==> config.mk <==
export PLATFORM = sky130hd
export DESIGN_NAME = blit_mem_arb_flat
export DESIGN_NICKNAME = d
export VERILOG_FILES = /design/src/logic/blit_pkg.sv /design/src/logic/blit_bus_if.sv /design/src/logic/blit_mem_arb.sv /design/src/flat_wrapper.sv
export SDC_FILE = /design/constraint.sdc
export NUM_CORES = 1
export LEC_CHECK = 0
export ABC_AREA = 1
export BUFFER_PORTS_ARGS = -buffer_cell sky130_fd_sc_hd__buf_2
export CAP_MARGIN = 5
export CELL_PAD_IN_SITES_DETAIL_PLACEMENT = 1
export CELL_PAD_IN_SITES_GLOBAL_PLACEMENT = 1
export CORE_AREA = 2 2 100 102
export DETAILED_ROUTE_END_ITERATION = 10
export DIE_AREA = 0 0 102 104
export HOLD_SLACK_MARGIN = 0.05
export PLACE_DENSITY = 0.77
export SETUP_SLACK_MARGIN = 0.2
export SLEW_MARGIN = 20
export SYNTH_ARGS = -nofsm -noshare
export SYNTH_HDL_FRONTEND = slang
export SYNTH_SLANG_ARGS = --single-unit
==> constraint.sdc <==
create_clock -name clk -period 1.07 [get_ports clk]
set_input_delay 0 -clock clk [delete_from_list [all_inputs] [get_ports clk]]
set_output_delay 0 -clock clk [all_outputs]
set_load 0.05 [all_outputs]
==> src/logic/blit_pkg.sv <==
// shared types for the blitter subsystem
// word and address types, register numbers, MODE bit positions

package blit_pkg;

    typedef logic [15:0] word_t;      // data word, VRAM and XR alike
    typedef logic [15:0] addr_t;      // each RAM uses only the low bits
    typedef logic [3:0]  blit_reg_t;  // host register number

    // host register numbers
    // gaps belong to 2-D registers not built here, they read as zero
    localparam blit_reg_t BLIT_REG_MODE    = 4'h0;
    localparam blit_reg_t BLIT_REG_WR_MASK = 4'h3;  // low 4 bits, nibble enables
    localparam blit_reg_t BLIT_REG_RD_ADDR = 4'h5;  // also the fill value
    localparam blit_reg_t BLIT_REG_WR_ADDR = 4'h6;
    localparam blit_reg_t BLIT_REG_COUNT   = 4'h7;  // words minus one, starts a job

    // MODE register bits
    localparam int MODE_RD_XR = 15;  // read side is XR
    localparam int MODE_WR_XR = 14;  // write side is XR
    localparam int MODE_FILL  = 13;  // fill instead of copy

endpackage

==> src/logic/blit_bus_if.sv <==
// blitter memory request bus
// engine side issues one request at a time, arbiter answers with ack

`timescale 1ns/1ps

interface blit_bus_if;
    import blit_pkg::*;

    logic       sel;      // request valid, held until ack
    logic       xr;       // target XR rather than VRAM
    logic       wr;       // write request
    logic [3:0] wr_mask;  // nibble enables for writes
    addr_t      addr;
    word_t      wdata;
    word_t      rdata;    // valid with ack on reads
    logic       ack;      // one cycle, request completed

    modport engine (
        output sel, xr, wr, wr_mask, addr, wdata,
        input  rdata, ack
    );

    modport arb (
        input  sel, xr, wr, wr_mask, addr, wdata,
        output rdata, ack
    );

endinterface

==> src/logic/blit_mem_arb.sv <==
// memory arbiter for VRAM and XR
// host strobe wins, otherwise one blitter request is issued;
// returns read data with ack to the blitter or to the host port

`timescale 1ns/1ps

module blit_mem_arb #(
    parameter int VRAM_ADDR_W = 12,
    parameter int XR_ADDR_W   = 8
) (
    input  logic                   clk,
    input  logic                   reset_i,
    blit_bus_if.arb                bus,
    input  logic                   mem_req_i,
    input  logic                   mem_xr_i,
    input  logic                   mem_wr_i,
    input  blit_pkg::addr_t        mem_addr_i,
    input  blit_pkg::word_t        mem_wdata_i,
    output blit_pkg::word_t        mem_rdata_o,
    output logic                   vram_en_o,
    output logic [3:0]             vram_we_o,
    output logic [VRAM_ADDR_W-1:0] vram_addr_o,
    output blit_pkg::word_t        vram_wdata_o,
    input  blit_pkg::word_t        vram_rdata_i,
    output logic                   xr_en_o,
    output logic [3:0]             xr_we_o,
    output logic [XR_ADDR_W-1:0]   xr_addr_o,
    output blit_pkg::word_t        xr_wdata_o,
    input  blit_pkg::word_t        xr_rdata_i
);
    import blit_pkg::*;

    logic       blit_issued;  // blitter access in flight until its ack
    logic       blit_go;      // issue the blitter request this cycle
    logic       acc_en;
    logic       acc_xr;
    logic [3:0] acc_we;
    addr_t      acc_addr;
    word_t      acc_wdata;

    // access tracking, one cycle after issue
    logic  s1_blit;
    logic  s1_host_rd;
    logic  s1_xr;
    word_t s1_rdata;

    assign blit_go = bus.sel & ~blit_issued & ~mem_req_i;

    always_comb begin
        if (mem_req_i) begin
            acc_en    = 1'b1;
            acc_xr    = mem_xr_i;
            acc_we    = mem_wr_i ? 4'hF : 4'h0;  // host writes whole words
            acc_addr  = mem_addr_i;
            acc_wdata = mem_wdata_i;
        end else begin
            acc_en    = blit_go;
            acc_xr    = bus.xr;
            acc_we    = (blit_go & bus.wr) ? bus.wr_mask : 4'h0;
            acc_addr  = bus.addr;
            acc_wdata = bus.wdata;
        end
    end

    assign vram_en_o    = acc_en & ~acc_xr;
    assign vram_we_o    = acc_xr ? 4'h0 : acc_we;
    assign vram_addr_o  = acc_addr[VRAM_ADDR_W-1:0];
    assign vram_wdata_o = acc_wdata;

    assign xr_en_o    = acc_en & acc_xr;
    assign xr_we_o    = acc_xr ? acc_we : 4'h0;
    assign xr_addr_o  = acc_addr[XR_ADDR_W-1:0];
    assign xr_wdata_o = acc_wdata;

    assign s1_rdata = s1_xr ? xr_rdata_i : vram_rdata_i;

    always_ff @(posedge clk) begin
        if (reset_i) begin
            blit_issued <= 1'b0;
            s1_blit     <= 1'b0;
            s1_host_rd  <= 1'b0;
            bus.ack     <= 1'b0;
            mem_rdata_o <= '0;
        end else begin
            s1_blit    <= blit_go;
            s1_host_rd <= mem_req_i & ~mem_wr_i;
            bus.ack    <= s1_blit;
            if (blit_go) begin
                blit_issued <= 1'b1;
            end else if (bus.ack) begin
                blit_issued <= 1'b0;  // engine shows next request after this
            end
            if (s1_host_rd) begin
                mem_rdata_o <= s1_rdata;  // two cycles after the strobe
            end
        end
    end

    always_ff @(posedge clk) begin
        s1_xr     <= acc_xr;
        bus.rdata <= s1_rdata;
    end

endmodule

==> src/flat_wrapper.sv <==
// flat-port wrapper written by rule: the top's interface ports become plain ports
module blit_mem_arb_flat import blit_pkg::*;
#(
    parameter int VRAM_ADDR_W = 12,
    parameter int XR_ADDR_W   = 8
)
  (clk, reset_i, mem_req_i, mem_xr_i, mem_wr_i, mem_addr_i, mem_wdata_i, mem_rdata_o, vram_en_o, vram_we_o, vram_addr_o, vram_wdata_o, vram_rdata_i, xr_en_o, xr_we_o, xr_addr_o, xr_wdata_o, xr_rdata_i, bus_sel, bus_xr, bus_wr, bus_wr_mask, bus_addr, bus_wdata, bus_rdata, bus_ack);
  blit_bus_if bus_i ();
  input  logic clk;
  input  logic reset_i;
  input  logic mem_req_i;
  input  logic mem_xr_i;
  input  logic mem_wr_i;
  input  blit_pkg::addr_t mem_addr_i;
  input  blit_pkg::word_t mem_wdata_i;
  output blit_pkg::word_t mem_rdata_o;
  output logic vram_en_o;
  output logic [3:0] vram_we_o;
  output logic [VRAM_ADDR_W-1:0] vram_addr_o;
  output blit_pkg::word_t vram_wdata_o;
  input  blit_pkg::word_t vram_rdata_i;
  output logic xr_en_o;
  output logic [3:0] xr_we_o;
  output logic [XR_ADDR_W-1:0] xr_addr_o;
  output blit_pkg::word_t xr_wdata_o;
  input  blit_pkg::word_t xr_rdata_i;
  input wire logic [$bits(bus_i.sel)-1:0] bus_sel;
  input wire logic [$bits(bus_i.xr)-1:0] bus_xr;
  input wire logic [$bits(bus_i.wr)-1:0] bus_wr;
  input wire logic [$bits(bus_i.wr_mask)-1:0] bus_wr_mask;
  input wire logic [$bits(bus_i.addr)-1:0] bus_addr;
  input wire logic [$bits(bus_i.wdata)-1:0] bus_wdata;
  output wire logic [$bits(bus_i.rdata)-1:0] bus_rdata;
  output wire logic [$bits(bus_i.ack)-1:0] bus_ack;
  assign bus_i.sel = bus_sel;
  assign bus_i.xr = bus_xr;
  assign bus_i.wr = bus_wr;
  assign bus_i.wr_mask = bus_wr_mask;
  assign bus_i.addr = bus_addr;
  assign bus_i.wdata = bus_wdata;
  assign bus_rdata = bus_i.rdata;
  assign bus_ack = bus_i.ack;
  blit_mem_arb #(.VRAM_ADDR_W(VRAM_ADDR_W), .XR_ADDR_W(XR_ADDR_W)) u_core (.clk(clk), .reset_i(reset_i), .bus(bus_i), .mem_req_i(mem_req_i), .mem_xr_i(mem_xr_i), .mem_wr_i(mem_wr_i), .mem_addr_i(mem_addr_i), .mem_wdata_i(mem_wdata_i), .mem_rdata_o(mem_rdata_o), .vram_en_o(vram_en_o), .vram_we_o(vram_we_o), .vram_addr_o(vram_addr_o), .vram_wdata_o(vram_wdata_o), .vram_rdata_i(vram_rdata_i), .xr_en_o(xr_en_o), .xr_we_o(xr_we_o), .xr_addr_o(xr_addr_o), .xr_wdata_o(xr_wdata_o), .xr_rdata_i(xr_rdata_i));
endmodule
==> metrics.md <==
| Metric | Value |
|---|---|
| H-tree levels | 2 |
| # IOs | 203 |
| Hold path depth | 3 |
| Failing checks | negative setup slack |
| PortBufs | 194 |
| Asr flop ratio synth | 0% |
| Post-synth cell types | 16 |
| Area leader, netlist | dfxtp_1 |
| Global Route Usage Sum | 19.2% |
| CP max-delay cell | dfxtp_2 |
| Most common cell in the synthesized netlist | nand2_1 |
| Post-Layout Cell Count | 660 |
| RD Place Congestion | 0.720 |
| Int Pwr | 0.00318 W |
| Worst hold endpoint | u_core.s1_host_rd |
| Fin area | 4470 um2 |
| Max cap viols | 0 |
| Synth Register Bits | 37 |
| Total Nets Final | 634 |
| Worst Reg-to-Reg Cells | 6 |
| Vias per cell | 4.21 |
| CP delay by family, top | simple AND/OR/NAND/NOR gates |
| Vias in the first global route | 3134 |
| Max clock buf depth | 2 |
| FMAX | about 760 MHz |
| Ratio of cells with drive above 1 in the final layout | 62.0% |
| Syn-to-layout area delta | 131% |
| Die width | 102 um |
| Most used flip-flop cell after synthesis | dfxtp_1 |
| Largest net degree at the start of global routing | 21 |
| Worst Tran Pin Value | between 0.4 and 0.5 ns |
| Hold_sp | mem_wr_i |
| Cell count after synthesis | 311 |
| CTS tree | built |
| Slew headroom | 71.5% |
| DR pass1 iterations | 4 |
| Final Setup Violations | 14 |
| Share of the synthesized area in the top cell type | 38.2% |
| Crit path cell chain | nor2_4, nand4_1, nand2_1, nand2_2, nor2_4, buf_6 |
| Sequential element share of the synthesized area | 38.2% |
| Sequential Power Share | 28.3% |
| Peak supply drop | around 0.55 mV |
| Top cells by area, synth | dfxtp_1 38%, nand2_1 21%, buf_4 9.7%, nor2_1 9.1%, o21ai_0 7.7% |
| Setup CP Type | reg -> out |
| Crit path max fanout | 6 |
| Clock Skews | 0.00656 ns |
| DRC viols | 0 |
| Final ANT Viol Nets | 0 |
| Leakage | between 2 and 2.5 nW |
| Setup slack, reg-to-reg | -0.05 ns |
| Run status | finished, violations left |
| EDFF count, synth | 0 |
| Initial antenna violation count | 0 |
| Post-DP Area | between 3000 and 4000 um2 |
| Clock power frac | 23.1% |
| Reg2Reg Capture Point | u_core.mem_rdata_o[12] |
| Final hold vios | 0 |
| PwrDens | 1220 nW/um2 |
| Placed insts | about 610 |
| Worst EP arrival | between 1 and 1.5 ns |
| Multi-input gate area | 1370 um2 |
| DRT Wirelength | 10.5 mm |
| Cell Rows | 36 |
| CTS Buf Count | 5 |
| Final worst slack | -0.244 ns |
| Worst-path clk slew | 0.07 ns |
| Syn avg cell area | 6.23 um2 |
| Diodes inserted | 0 |
| CP endpoint kind | output port |
| Ys Warns | 0 |
| Final Critical Period | 1.31 ns |
| CTS Sinks | 37 |
| CP startpoint kind | flop |
| Final Slew Violations | 0 |
| Post-DP HPWL | around 6.5 mm |
| Grt total ovfl | 0 |
| TNS Setup | -2.21 ns |
| Combinational share of power | between 40 and 50% |
| Post-DR wirelength/cell | approximately 16 um |
| RSZ-0062 raised after global routing | yes |
| Tcrit/Tclk final | 123% |
| Syn Nets | 419 |
| Pre-CTS setup slack | -0.0347 ns |
| Core area | 9550 um2 |
| Starting Density | 20.3% |
| Top post-synthesis cells by count | 110 x nand2_1, 47 x nor2_1, 37 x dfxtp_1 |
| Die area | about 11000 um2 |
| Skew-Pair Late Insertion Delay | 0.29 ns |
| Vias post-DR | 2780 |
| Critical Path Max Stage Delay | 0.34 ns |
| FILL cells | 1170 |
| Worst EP required | 1.07 ns |
| Worst Setup SP | u_core.blit_issued |
| Hold Path Class | in -> reg |
| FF/Latch Area | 771 um2 |
| Most used cell, CP | nor2_4 |
| Switching power | approximately 0.0023 W |
| CTS root buf | clkbuf_8 |
| RR Startpoint | u_core.s1_xr |
| Die Height | 104 um |
| Starting DRT DRC Count | 63 |
| Global-route wire length before repair | 15.6 mm |
| Worst Path Buf+Inv | 1 |
| Switching share of power | 41.6% |
| Mapped cell area | 1940 um2 |
worst max path at each step:
stage / slack (ns) / end / cells after the start
5_1_grt: -0.37 / vram_we_o[0] / 6
3_3_place_gp: -0.002 / xr_we_o[0] / 6
4_1_cts: -0.27 / vram_we_o[3] / 6
6_report: -0.24 / vram_we_o[3] / 6
2_1_floorplan: 0.11 / vram_we_o[0] / 5
3_5_place_dp: -0.03 / vram_we_o[3] / 6
layout by cell type (no fill, tap or decap), types with 2 or more instances in the layout:
cell type and instances:
o21ai_4 12, nand2_1 66, nor2_1 35, o21ai_1 9
nand2_2 4, dfxtp_4 2, nand4_1 4, inv_1 35
buf_16 4, dfxtp_1 17, nand2_4 40, buf_4 65
o21ai_2 12, buf_8 4, buf_12 7, clkbuf_8 6
inv_4 2, buf_6 10, dlygate4sd3_1 31, clkbuf_4 18
nor2_4 11, buf_2 108, dfxtp_2 18
registers in the layout, indices dropped and copies added (netlist names):
signal and flops:
u_core.bus.ack 1, u_core.bus.rdata 16, u_core.s1_xr 1, u_core.mem_rdata_o 16
u_core.s1_host_rd 1, u_core.s1_blit 1, u_core.blit_issued 1
stage by stage:
stage | hold WS [ns] | utilization [%] | power (W)
2_1_floorplan | 0.137 | - | 0.00313
3_3_place_gp | 0.239 | 34.3 | 0.00358
3_5_place_dp | 0.248 | 34.3 | 0.00361
4_1_cts | 0.0610 | 45.6 | 0.00537
5_1_grt | 0.0879 | 46.8 | 0.00570
6_report | 0.0651 | 46.8 | 0.00546
per-layer routing:
metal	vias to the layer above	wire (um)	global-route usage [%]
met5	-	0	0
met4	0	255	6.76
met3	19	642	3.90
met2	132	6350	41.1
met1	1293	3210	16.5
li1	1336	-	-
cell type report:
| cell class | instances | share of cell area (%) |
|---|---|---|
| clock buffers | 7 | 1.93 |
| well taps | 133 | 3.72 |
| flip-flops and latches | 37 | 17.2 |
| inverters | 38 | 3.30 |
| multi-input cells | 197 | 30.7 |
| repair buffers | 247 | 42.4 |
| clock inverters | 1 | 0.672 |
power by group through the flow:
stage | Combinational, W | Clock, W | Sequential [W]
2_1_floorplan | 0.00124 | 0 | 0.00189
3_3_place_gp | 0.00202 | 0 | 0.00156
3_5_place_dp | 0.00205 | 0 | 0.00156
4_1_cts | 0.00255 | 0.00129 | 0.00154
5_1_grt | 0.00278 | 0.00137 | 0.00155
6_report | 0.00265 | 0.00126 | 0.00154
tightest hold or removal path: stages:
cell	delay, ns
buf_2	0.07
or2_2	0.18
nor2_1	0.06
cells by family (layout without fill, tap and decap cells):
kind of cell / count (synthesis) / count (layout) / synth area share (%)
compound gates: 34 / 34 / 8.97
buf+inv: 77 / 293 / 20.5
flops: 37 / 37 / 38.2
simple gates: 163 / 163 / 32.3
timing repair:
item | in CTS | in global routing
setup buffers | 5 | 0
hold buffers | 31 | 0
setup endpoints to repair | 84 | 94
pin swaps | 33 | 18
gates resized for setup | 162 | 38
hold endpoints to repair | 31 | 0
gates cloned | 4 | 0
Power figures use the tool's default switching activity.
