<file path="src/logic/blit_pkg.sv">
// shared types for the blitter subsystem
// word and address types, register numbers, MODE bit positions

package blit_pkg;

    typedef logic [15:0] word_t;      // data word, VRAM and XR alike
    typedef logic [15:0] addr_t;      // each RAM uses only the low bits
    typedef logic [3:0]  blit_reg_t;  // host register number

    // host register numbers
    // gaps belong to 2-D registers not built here, they read as zero
    localparam blit_reg_t BLIT_REG_MODE    = 4'h0;
    localparam blit_reg_t BLIT_REG_WR_MASK = 4'h3;  // low 4 bits, nibble enables
    localparam blit_reg_t BLIT_REG_RD_ADDR = 4'h5;  // also the fill value
    localparam blit_reg_t BLIT_REG_WR_ADDR = 4'h6;
    localparam blit_reg_t BLIT_REG_COUNT   = 4'h7;  // words minus one, starts a job

    // MODE register bits
    localparam int MODE_RD_XR = 15;  // read side is XR
    localparam int MODE_WR_XR = 14;  // write side is XR
    localparam int MODE_FILL  = 13;  // fill instead of copy

endpackage

</file>
<file path="src/logic/blit_bus_if.sv">
// blitter memory request bus
// engine side issues one request at a time, arbiter answers with ack

`timescale 1ns/1ps

interface blit_bus_if;
    import blit_pkg::*;

    logic       sel;      // request valid, held until ack
    logic       xr;       // target XR rather than VRAM
    logic       wr;       // write request
    logic [3:0] wr_mask;  // nibble enables for writes
    addr_t      addr;
    word_t      wdata;
    word_t      rdata;    // valid with ack on reads
    logic       ack;      // one cycle, request completed

    modport engine (
        output sel, xr, wr, wr_mask, addr, wdata,
        input  rdata, ack
    );

    modport arb (
        input  sel, xr, wr, wr_mask, addr, wdata,
        output rdata, ack
    );

endinterface

</file>
<file path="src/logic/blit_engine.sv">
// blitter engine
// host register file with readback, one-deep job queue,
// copy/fill FSM driving the memory request bus

`timescale 1ns/1ps

module blit_engine (
    input  logic                clk,
    input  logic                reset_i,
    input  logic                reg_wr_i,
    input  blit_pkg::blit_reg_t reg_num_i,
    input  blit_pkg::word_t     reg_data_i,
    output blit_pkg::word_t     reg_data_o,
    output logic                busy_o,
    output logic                done_intr_o,
    blit_bus_if.engine          bus
);
    import blit_pkg::*;

    typedef enum logic [2:0] {
        IDLE,
        SETUP,
        COPY_READ,
        COPY_WRITE,
        FILL_WRITE,
        DONE
    } state_t;

    // host programmed registers
    logic       reg_rd_xr;
    logic       reg_wr_xr;
    logic       reg_fill;
    logic [3:0] reg_wr_mask;
    word_t      reg_rd_addr;   // fill value in fill mode
    addr_t      reg_wr_addr;
    word_t      reg_count;
    logic       queued;        // job waiting for SETUP

    // working copies, host may reprogram while busy
    state_t      state;
    logic        work_rd_xr;
    logic        work_wr_xr;
    addr_t       work_rd_addr;
    addr_t       work_wr_addr;
    logic [16:0] count;
    logic [16:0] count_dec;

    assign count_dec   = count - 1'b1;  // bit 16 set on underflow
    assign busy_o      = (state != IDLE);
    assign done_intr_o = (state == DONE);  // DONE always lasts one cycle

    // register writes and queue flag
    always_ff @(posedge clk) begin
        if (reset_i) begin
            reg_rd_xr   <= 1'b0;
            reg_wr_xr   <= 1'b0;
            reg_fill    <= 1'b0;
            reg_wr_mask <= 4'hF;
            reg_rd_addr <= '0;
            reg_wr_addr <= '0;
            reg_count   <= '0;
            queued      <= 1'b0;
        end else begin
            if (state == SETUP) begin
                queued <= 1'b0;
            end
            // a COUNT write in the SETUP cycle wins over the clear
            if (reg_wr_i) begin
                case (reg_num_i)
                    BLIT_REG_MODE: begin
                        reg_rd_xr <= reg_data_i[MODE_RD_XR];
                        reg_wr_xr <= reg_data_i[MODE_WR_XR];
                        reg_fill  <= reg_data_i[MODE_FILL];
                    end
                    BLIT_REG_WR_MASK: reg_wr_mask <= reg_data_i[3:0];
                    BLIT_REG_RD_ADDR: reg_rd_addr <= reg_data_i;
                    BLIT_REG_WR_ADDR: reg_wr_addr <= reg_data_i;
                    BLIT_REG_COUNT: begin
                        reg_count <= reg_data_i;
                        queued    <= 1'b1;
                    end
                    default: begin
                    end
                endcase
            end
        end
    end

    // registered readback, unused numbers give zero
    always_ff @(posedge clk) begin
        case (reg_num_i)
            BLIT_REG_MODE:    reg_data_o <= {reg_rd_xr, reg_wr_xr, reg_fill, 13'h0};
            BLIT_REG_WR_MASK: reg_data_o <= {12'h0, reg_wr_mask};
            BLIT_REG_RD_ADDR: reg_data_o <= reg_rd_addr;
            BLIT_REG_WR_ADDR: reg_data_o <= reg_wr_addr;
            BLIT_REG_COUNT:   reg_data_o <= reg_count;
            default:          reg_data_o <= '0;
        endcase
    end

    // copy/fill FSM
    always_ff @(posedge clk) begin
        if (reset_i) begin
            state       <= IDLE;
            bus.sel     <= 1'b0;
            bus.wr      <= 1'b0;
            bus.wr_mask <= 4'hF;
        end else begin
            case (state)
                IDLE: begin
                    if (queued) begin
                        state <= SETUP;
                    end
                end
                SETUP: begin
                    work_rd_xr  <= reg_rd_xr;
                    work_wr_xr  <= reg_wr_xr;
                    count       <= {1'b0, reg_count};
                    bus.wr_mask <= reg_wr_mask;  // held for the whole job
                    bus.sel     <= 1'b1;
                    if (reg_fill) begin
                        // first fill write goes out right away
                        bus.xr       <= reg_wr_xr;
                        bus.wr       <= 1'b1;
                        bus.addr     <= reg_wr_addr;
                        bus.wdata    <= reg_rd_addr;
                        work_wr_addr <= reg_wr_addr + 1'b1;
                        state        <= FILL_WRITE;
                    end else begin
                        bus.xr       <= reg_rd_xr;
                        bus.wr       <= 1'b0;
                        bus.addr     <= reg_rd_addr;
                        work_rd_addr <= reg_rd_addr + 1'b1;
                        work_wr_addr <= reg_wr_addr;
                        state        <= COPY_READ;
                    end
                end
                COPY_READ: begin
                    if (bus.ack) begin
                        // turn the read word straight into a write
                        bus.xr       <= work_wr_xr;
                        bus.wr       <= 1'b1;
                        bus.addr     <= work_wr_addr;
                        bus.wdata    <= bus.rdata;
                        work_wr_addr <= work_wr_addr + 1'b1;
                        state        <= COPY_WRITE;
                    end
                end
                COPY_WRITE: begin
                    if (bus.ack) begin
                        count <= count_dec;
                        if (count_dec[16]) begin
                            bus.sel <= 1'b0;
                            bus.wr  <= 1'b0;
                            state   <= DONE;
                        end else begin
                            bus.xr       <= work_rd_xr;
                            bus.wr       <= 1'b0;
                            bus.addr     <= work_rd_addr;
                            work_rd_addr <= work_rd_addr + 1'b1;
                            state        <= COPY_READ;
                        end
                    end
                end
                FILL_WRITE: begin
                    if (bus.ack) begin
                        count <= count_dec;
                        if (count_dec[16]) begin
                            bus.sel <= 1'b0;
                            bus.wr  <= 1'b0;
                            state   <= DONE;
                        end else begin
                            bus.addr     <= work_wr_addr;  // same fill word
                            work_wr_addr <= work_wr_addr + 1'b1;
                        end
                    end
                end
                DONE: begin
                    if (queued) begin
                        state <= SETUP;  // busy stays high
                    end else begin
                        state <= IDLE;
                    end
                end
                default: begin
                    state <= IDLE;
                end
            endcase
        end
    end

endmodule

</file>
<file path="src/flat_wrapper.sv">
// flat-port wrapper written by rule: the top's interface ports become plain ports
module blit_engine_flat import blit_pkg::*;
  (clk, reset_i, reg_wr_i, reg_num_i, reg_data_i, reg_data_o, busy_o, done_intr_o, bus_sel, bus_xr, bus_wr, bus_wr_mask, bus_addr, bus_wdata, bus_rdata, bus_ack);
  blit_bus_if bus_i ();
  input  logic clk;
  input  logic reset_i;
  input  logic reg_wr_i;
  input  blit_pkg::blit_reg_t reg_num_i;
  input  blit_pkg::word_t reg_data_i;
  output blit_pkg::word_t reg_data_o;
  output logic busy_o;
  output logic done_intr_o;
  output wire logic [$bits(bus_i.sel)-1:0] bus_sel;
  output wire logic [$bits(bus_i.xr)-1:0] bus_xr;
  output wire logic [$bits(bus_i.wr)-1:0] bus_wr;
  output wire logic [$bits(bus_i.wr_mask)-1:0] bus_wr_mask;
  output wire logic [$bits(bus_i.addr)-1:0] bus_addr;
  output wire logic [$bits(bus_i.wdata)-1:0] bus_wdata;
  input wire logic [$bits(bus_i.rdata)-1:0] bus_rdata;
  input wire logic [$bits(bus_i.ack)-1:0] bus_ack;
  assign bus_sel = bus_i.sel;
  assign bus_xr = bus_i.xr;
  assign bus_wr = bus_i.wr;
  assign bus_wr_mask = bus_i.wr_mask;
  assign bus_addr = bus_i.addr;
  assign bus_wdata = bus_i.wdata;
  assign bus_i.rdata = bus_rdata;
  assign bus_i.ack = bus_ack;
  blit_engine u_core (.clk(clk), .reset_i(reset_i), .reg_wr_i(reg_wr_i), .reg_num_i(reg_num_i), .reg_data_i(reg_data_i), .reg_data_o(reg_data_o), .busy_o(busy_o), .done_intr_o(done_intr_o), .bus(bus_i));
endmodule
</file>
<file path="config.mk">
export PLATFORM = sky130hd
export DESIGN_NAME = blit_engine_flat
export DESIGN_NICKNAME = d
export VERILOG_FILES = /design/src/logic/blit_pkg.sv /design/src/logic/blit_bus_if.sv /design/src/logic/blit_engine.sv /design/src/flat_wrapper.sv
export SDC_FILE = /design/constraint.sdc
export NUM_CORES = 1
export LEC_CHECK = 0
export ABC_AREA = 0
export BUFFER_PORTS_ARGS = -buffer_cell sky130_fd_sc_hd__buf_2
export CORE_AREA = 2 2 130 132
export DETAILED_ROUTE_END_ITERATION = 8
export DIE_AREA = 0 0 132 134
export GPL_TIMING_DRIVEN = 0
export PLACE_DENSITY = 0.78
export SLEW_MARGIN = 0
export SYNTH_ARGS = -nofsm -noshare
export SYNTH_HDL_FRONTEND = slang
export SYNTH_SLANG_ARGS = --single-unit
</file>
<file path="constraint.sdc">
create_clock -name clk -period 2.86 [get_ports clk]
set_clock_uncertainty 0.1 [all_clocks]
set_input_delay 0.858 -clock clk [delete_from_list [all_inputs] [get_ports clk]]
set_output_delay 0.858 -clock clk [all_outputs]
set_load 0.005 [all_outputs]
</file>
==> metrics.md <==
| Metric | Value |
|---|---|
| Fmax | 373 MHz |
| Synthesized area per cell | 9.40 sq um |
| TritonCTS Buffers | 17 |
| ANT nets after route | 0 |
| Sw Ratio | 22.8% |
| CP arrival | 2.73 ns |
| Detailed Place HPWL | 16.9 mm |
| RSZ-0062 raised after global routing | false |
| Rows | 47 |
| Via count | 7318 |
| Pin count of the biggest net entering global routing | 18 |
| Seq pwr share | roughly 51% |
| Post-synth top flop | edfxtp_1 |
| Tmin final | approximately 2.7 ns |
| Post-synthesis mux area share | 6.86% |
| Number of global-route vias before repair | 6980 |
| CP Class | flop to flop |
| Setup TNS Final | 0 ns |
| Die footprint | 0.0177 sq mm |
| Initial Util | 52.0% |
| # setup viols final | 0 |
| Pwr per Cell Area | about 510 mW/mm^2 |
| GPL Wtd Cong | 0.906 |
| Final core utilization | 60.6% |
| DRC viols | 0 |
| Hold WC Path Type | flop to flop |
| Port bufs | 92 |
| Yosys Warn Count | 0 |
| CP max FO | 16 |
| Hold_buf cts | 0 |
| Core area | 0.0163 sq mm |
| Ports | slightly below 100 |
| Nets | ~1100 |
| Tcrit/Tclk final | 93.8% |
| Root Driver | clkbuf_16 |
| Post-synthesis register bit count | 165 |
| R2R Path Start | u_core.count[0] |
| Sequential area share after synthesis | 48.9% |
| Hold Path Sink | u_core.bus.wr_mask[2] |
| CTS sink cnt | 165 |
| Post-Synth Adder-Cell Area | 0.590% |
| Synth unique cells | 60 |
| CP Launch Type | flop |
| Status | finished, final reports clean |
| Hold_sp | u_core.bus.wr_mask[2] |
| Largest family of logic cells by synthesized area | simple AND/OR/NAND/NOR gates |
| Slew @ Worst Pin | 0.908 ns |
| CP Capture Type | flop |
| Final slew viol count | 0 |
| Filler cells | 1365 |
| Synth Area in Compound Gates | 12.2% |
| # diodes | 0 |
| Combinational share of power | 4.3% |
| Clock power frac | between 40% and 50% |
| Clk slew on worst S/H paths | around 0.07 ns |
| Most frequent cells in the layout | nand2_1, buf_2, edfxtp_1 |
| Switching pwr | 0.00114 W |
| Die Span X | around 130 um |
| Clock Tree Buf Depth | 2 |
| H-tree Lvls | 4 |
| Proportion of synthesized flip-flops having asynchronous set or reset | 0% |
| Int Pwr | 0.00385 W |
| Critical Path RT | 2.91 ns |
| WHS Path Cells | 2 |
| All-Layer GR Usage | 26.8% |
| Drt via density | about 6 |
| Final Non-Filler Cells | 1247 |
| Worst slew margin | 39.4% |
| Post-synthesis xor/xnor area fraction | between 6 and 7% |
| Drt pass-1 iters | 8 |
| 1st-iter DRT viols | around 850 |
| Synth Area in Simple Gates | 20.9% |
| Pleak | 3.53 nW |
| Cell count of the worst reg-to-reg path | 8 |
| VDD IR max | ~0.0004 V |
| Placed Instances | 1214 |
| Grt total ovfl | 0 |
| Die height | 134 um |
| Max-cap viol count | 0 |
| Initial antenna violation count | 0 |
| Final wirelength | between 20 and 25 mm |
| P&R area growth vs syn | 16.4% |
| CTS tree | yes |
| Share of layout cells above drive strength 1 | between 10% and 20% |
| Clk_lat worst skew | 0.44 ns |
| Final Hold Vio Count | 0 |
| Syn_nets | 946 |
| FF-to-FF End | u_core.work_rd_addr[15] |
| Synthesized instance count | between 900 and 1000 |
| Wire length per cell | 18.7 um |
| Post-synth EDFFs | 84 |
| Final instance area | 0.00987 sq mm |
| Most common cell after layout, fill and taps aside | nand2_1 |
| Worst R2R Setup Slack | 0.18 ns |
| Placed inst area | 0.00922 sq mm |
| Post-synthesis cell area | approximately 0.0085 sq mm |
| Global-route wire length before repair | approximately 37 mm |
## Yosys cell counts (all sizes together) (3+ instances only)
| cell type | instances | area (sq um) |
|---|---|---|
| or4 | 3 | 26.3 |
| clkbuf | 34 | 128 |
| nor3b | 7 | 62.6 |
| dfxtp | 81 | 1620 |
| a22oi | 7 | 52.6 |
| nor2b | 9 | 56.3 |
| edfxtp | 84 | 2520 |
| and2 | 6 | 37.5 |
| a21oi | 75 | 383 |
| xnor2 | 36 | 315 |
| and3 | 6 | 37.5 |
| xor2 | 24 | 218 |
| mux2 | 17 | 191 |
| a221oi | 16 | 140 |
| nor3 | 27 | 150 |
| a31oi | 8 | 50.1 |
| nand4 | 7 | 43.8 |
| a222oi | 14 | 140 |
| nor4 | 6 | 77.6 |
| nand2b | 17 | 106 |
| and4 | 4 | 35.0 |
| nand2 | 179 | 672 |
| mux2i | 39 | 390 |
| ha | 4 | 50.1 |
| nor2 | 53 | 204 |
| a221o | 5 | 50.1 |
| o21ai | 30 | 150 |
| inv | 19 | 71.3 |
| buf | 31 | 163 |
| nand3 | 34 | 170 |
## registers in the layout, indices dropped and copies added, names as in the netlist
name,cells
u_core.work_wr_xr,1
u_core.work_rd_xr,1
u_core.reg_rd_addr,16
u_core.reg_wr_xr,1
u_core.queued,1
u_core.reg_wr_mask,4
u_core.state,3
u_core.work_rd_addr,16
u_core.bus.wdata,16
u_core.bus.xr,1
u_core.bus.wr_mask,4
u_core.reg_data_o,16
u_core.bus.wr,1
u_core.reg_count,16
u_core.reg_wr_addr,16
u_core.bus.sel,1
u_core.reg_rd_xr,1
u_core.work_wr_addr,16
u_core.reg_fill,1
u_core.bus.addr,16
u_core.count,17
## cell families after synthesis
family          count (synthesis)
compound gates                164
xor+xnor                       60
fa+ha+maj                       4
buf+inv                        85
flops                         165
mux                            56
simple gates                  368
## critical path, cell delays in order, from the launching register on
cell	delay, ns
edfxtp_1	0.43
inv_1	0.09
ha_1	0.18
nor3b_2	0.32
and4_1	0.40
xnor2_1	0.30
a32oi_1	0.24
nor2_4	0.17
buf_12	0.17
## worst max path at each step
stage / startpoint / to / slack, ns
2_1_floorplan: u_core.count[0] / u_core.work_rd_addr[0] / 0.08
3_3_place_gp: u_core.count[0] / u_core.work_rd_addr[13] / -0.52
3_5_place_dp: u_core.count[0] / u_core.work_rd_addr[13] / -0.55
4_1_cts: u_core.count[0] / u_core.work_rd_addr[15] / 0.02
5_1_grt: u_core.count[0] / u_core.bus.addr[11] / 0.009
6_report: u_core.count[0] / u_core.work_rd_addr[15] / 0.18
## what timing repair did
action | CTS | global route
gates resized for setup | 6 | 2
setup buffers | 0 | 2
setup endpoints to repair | 64 | 36
pin swaps | 0 | 2
## power groups by stage
| stage | Sequential (W) | Combinational [W] | Clock [W] |
|---|---|---|---|
| 6_report | 0.00252 | 0.000215 | 0.00225 |
| 5_1_grt | 0.00252 | 0.000237 | 0.00237 |
| 4_1_cts | 0.00252 | 0.000210 | 0.00227 |
| 3_5_place_dp | 0.00257 | 0.000206 | 0 |
| 3_3_place_gp | 0.00257 | 0.000203 | 0 |
| 2_1_floorplan | 0.00256 | 0.000124 | 0 |
## layer usage
| layer | global-route usage (%) | share of wire, % | up-vias |
|---|---|---|---|
| met5 | 0 | 0 | - |
| met4 | 12.6 | 4.1 | 0 |
| met3 | 4.88 | 8.2 | 69 |
| met2 | 43.7 | 47 | 386 |
| met1 | 34.9 | 40 | 3429 |
| li1 | - | - | 3434 |
## metrics by stage
step	power [W]	hold slack (ns)	setup WS, ns
5_1_grt	0.00513	0.396	0.00920
3_3_place_gp	0.00277	0.350	-0.524
3_5_place_dp	0.00278	0.351	-0.553
6_report	0.00499	0.369	0.176
4_1_cts	0.00500	0.376	0.0208
2_1_floorplan	0.00268	0.345	0.0800
## area by class of cell
type | count | area (sq um) | share of cell area, %
plain buffers | 64 | 288 | 2.92
clock buffers | 20 | 500 | 5.07
clock inverters | 12 | 83.8 | 0.849
inverters | 20 | 75.1 | 0.761
multi-input cells | 652 | 4000 | 40.5
flip-flops and latches | 165 | 4150 | 42.0
well taps | 220 | 275 | 2.79
repair buffers | 94 | 500 | 5.07
Note: power is estimated with default switching activity, not from simulation.
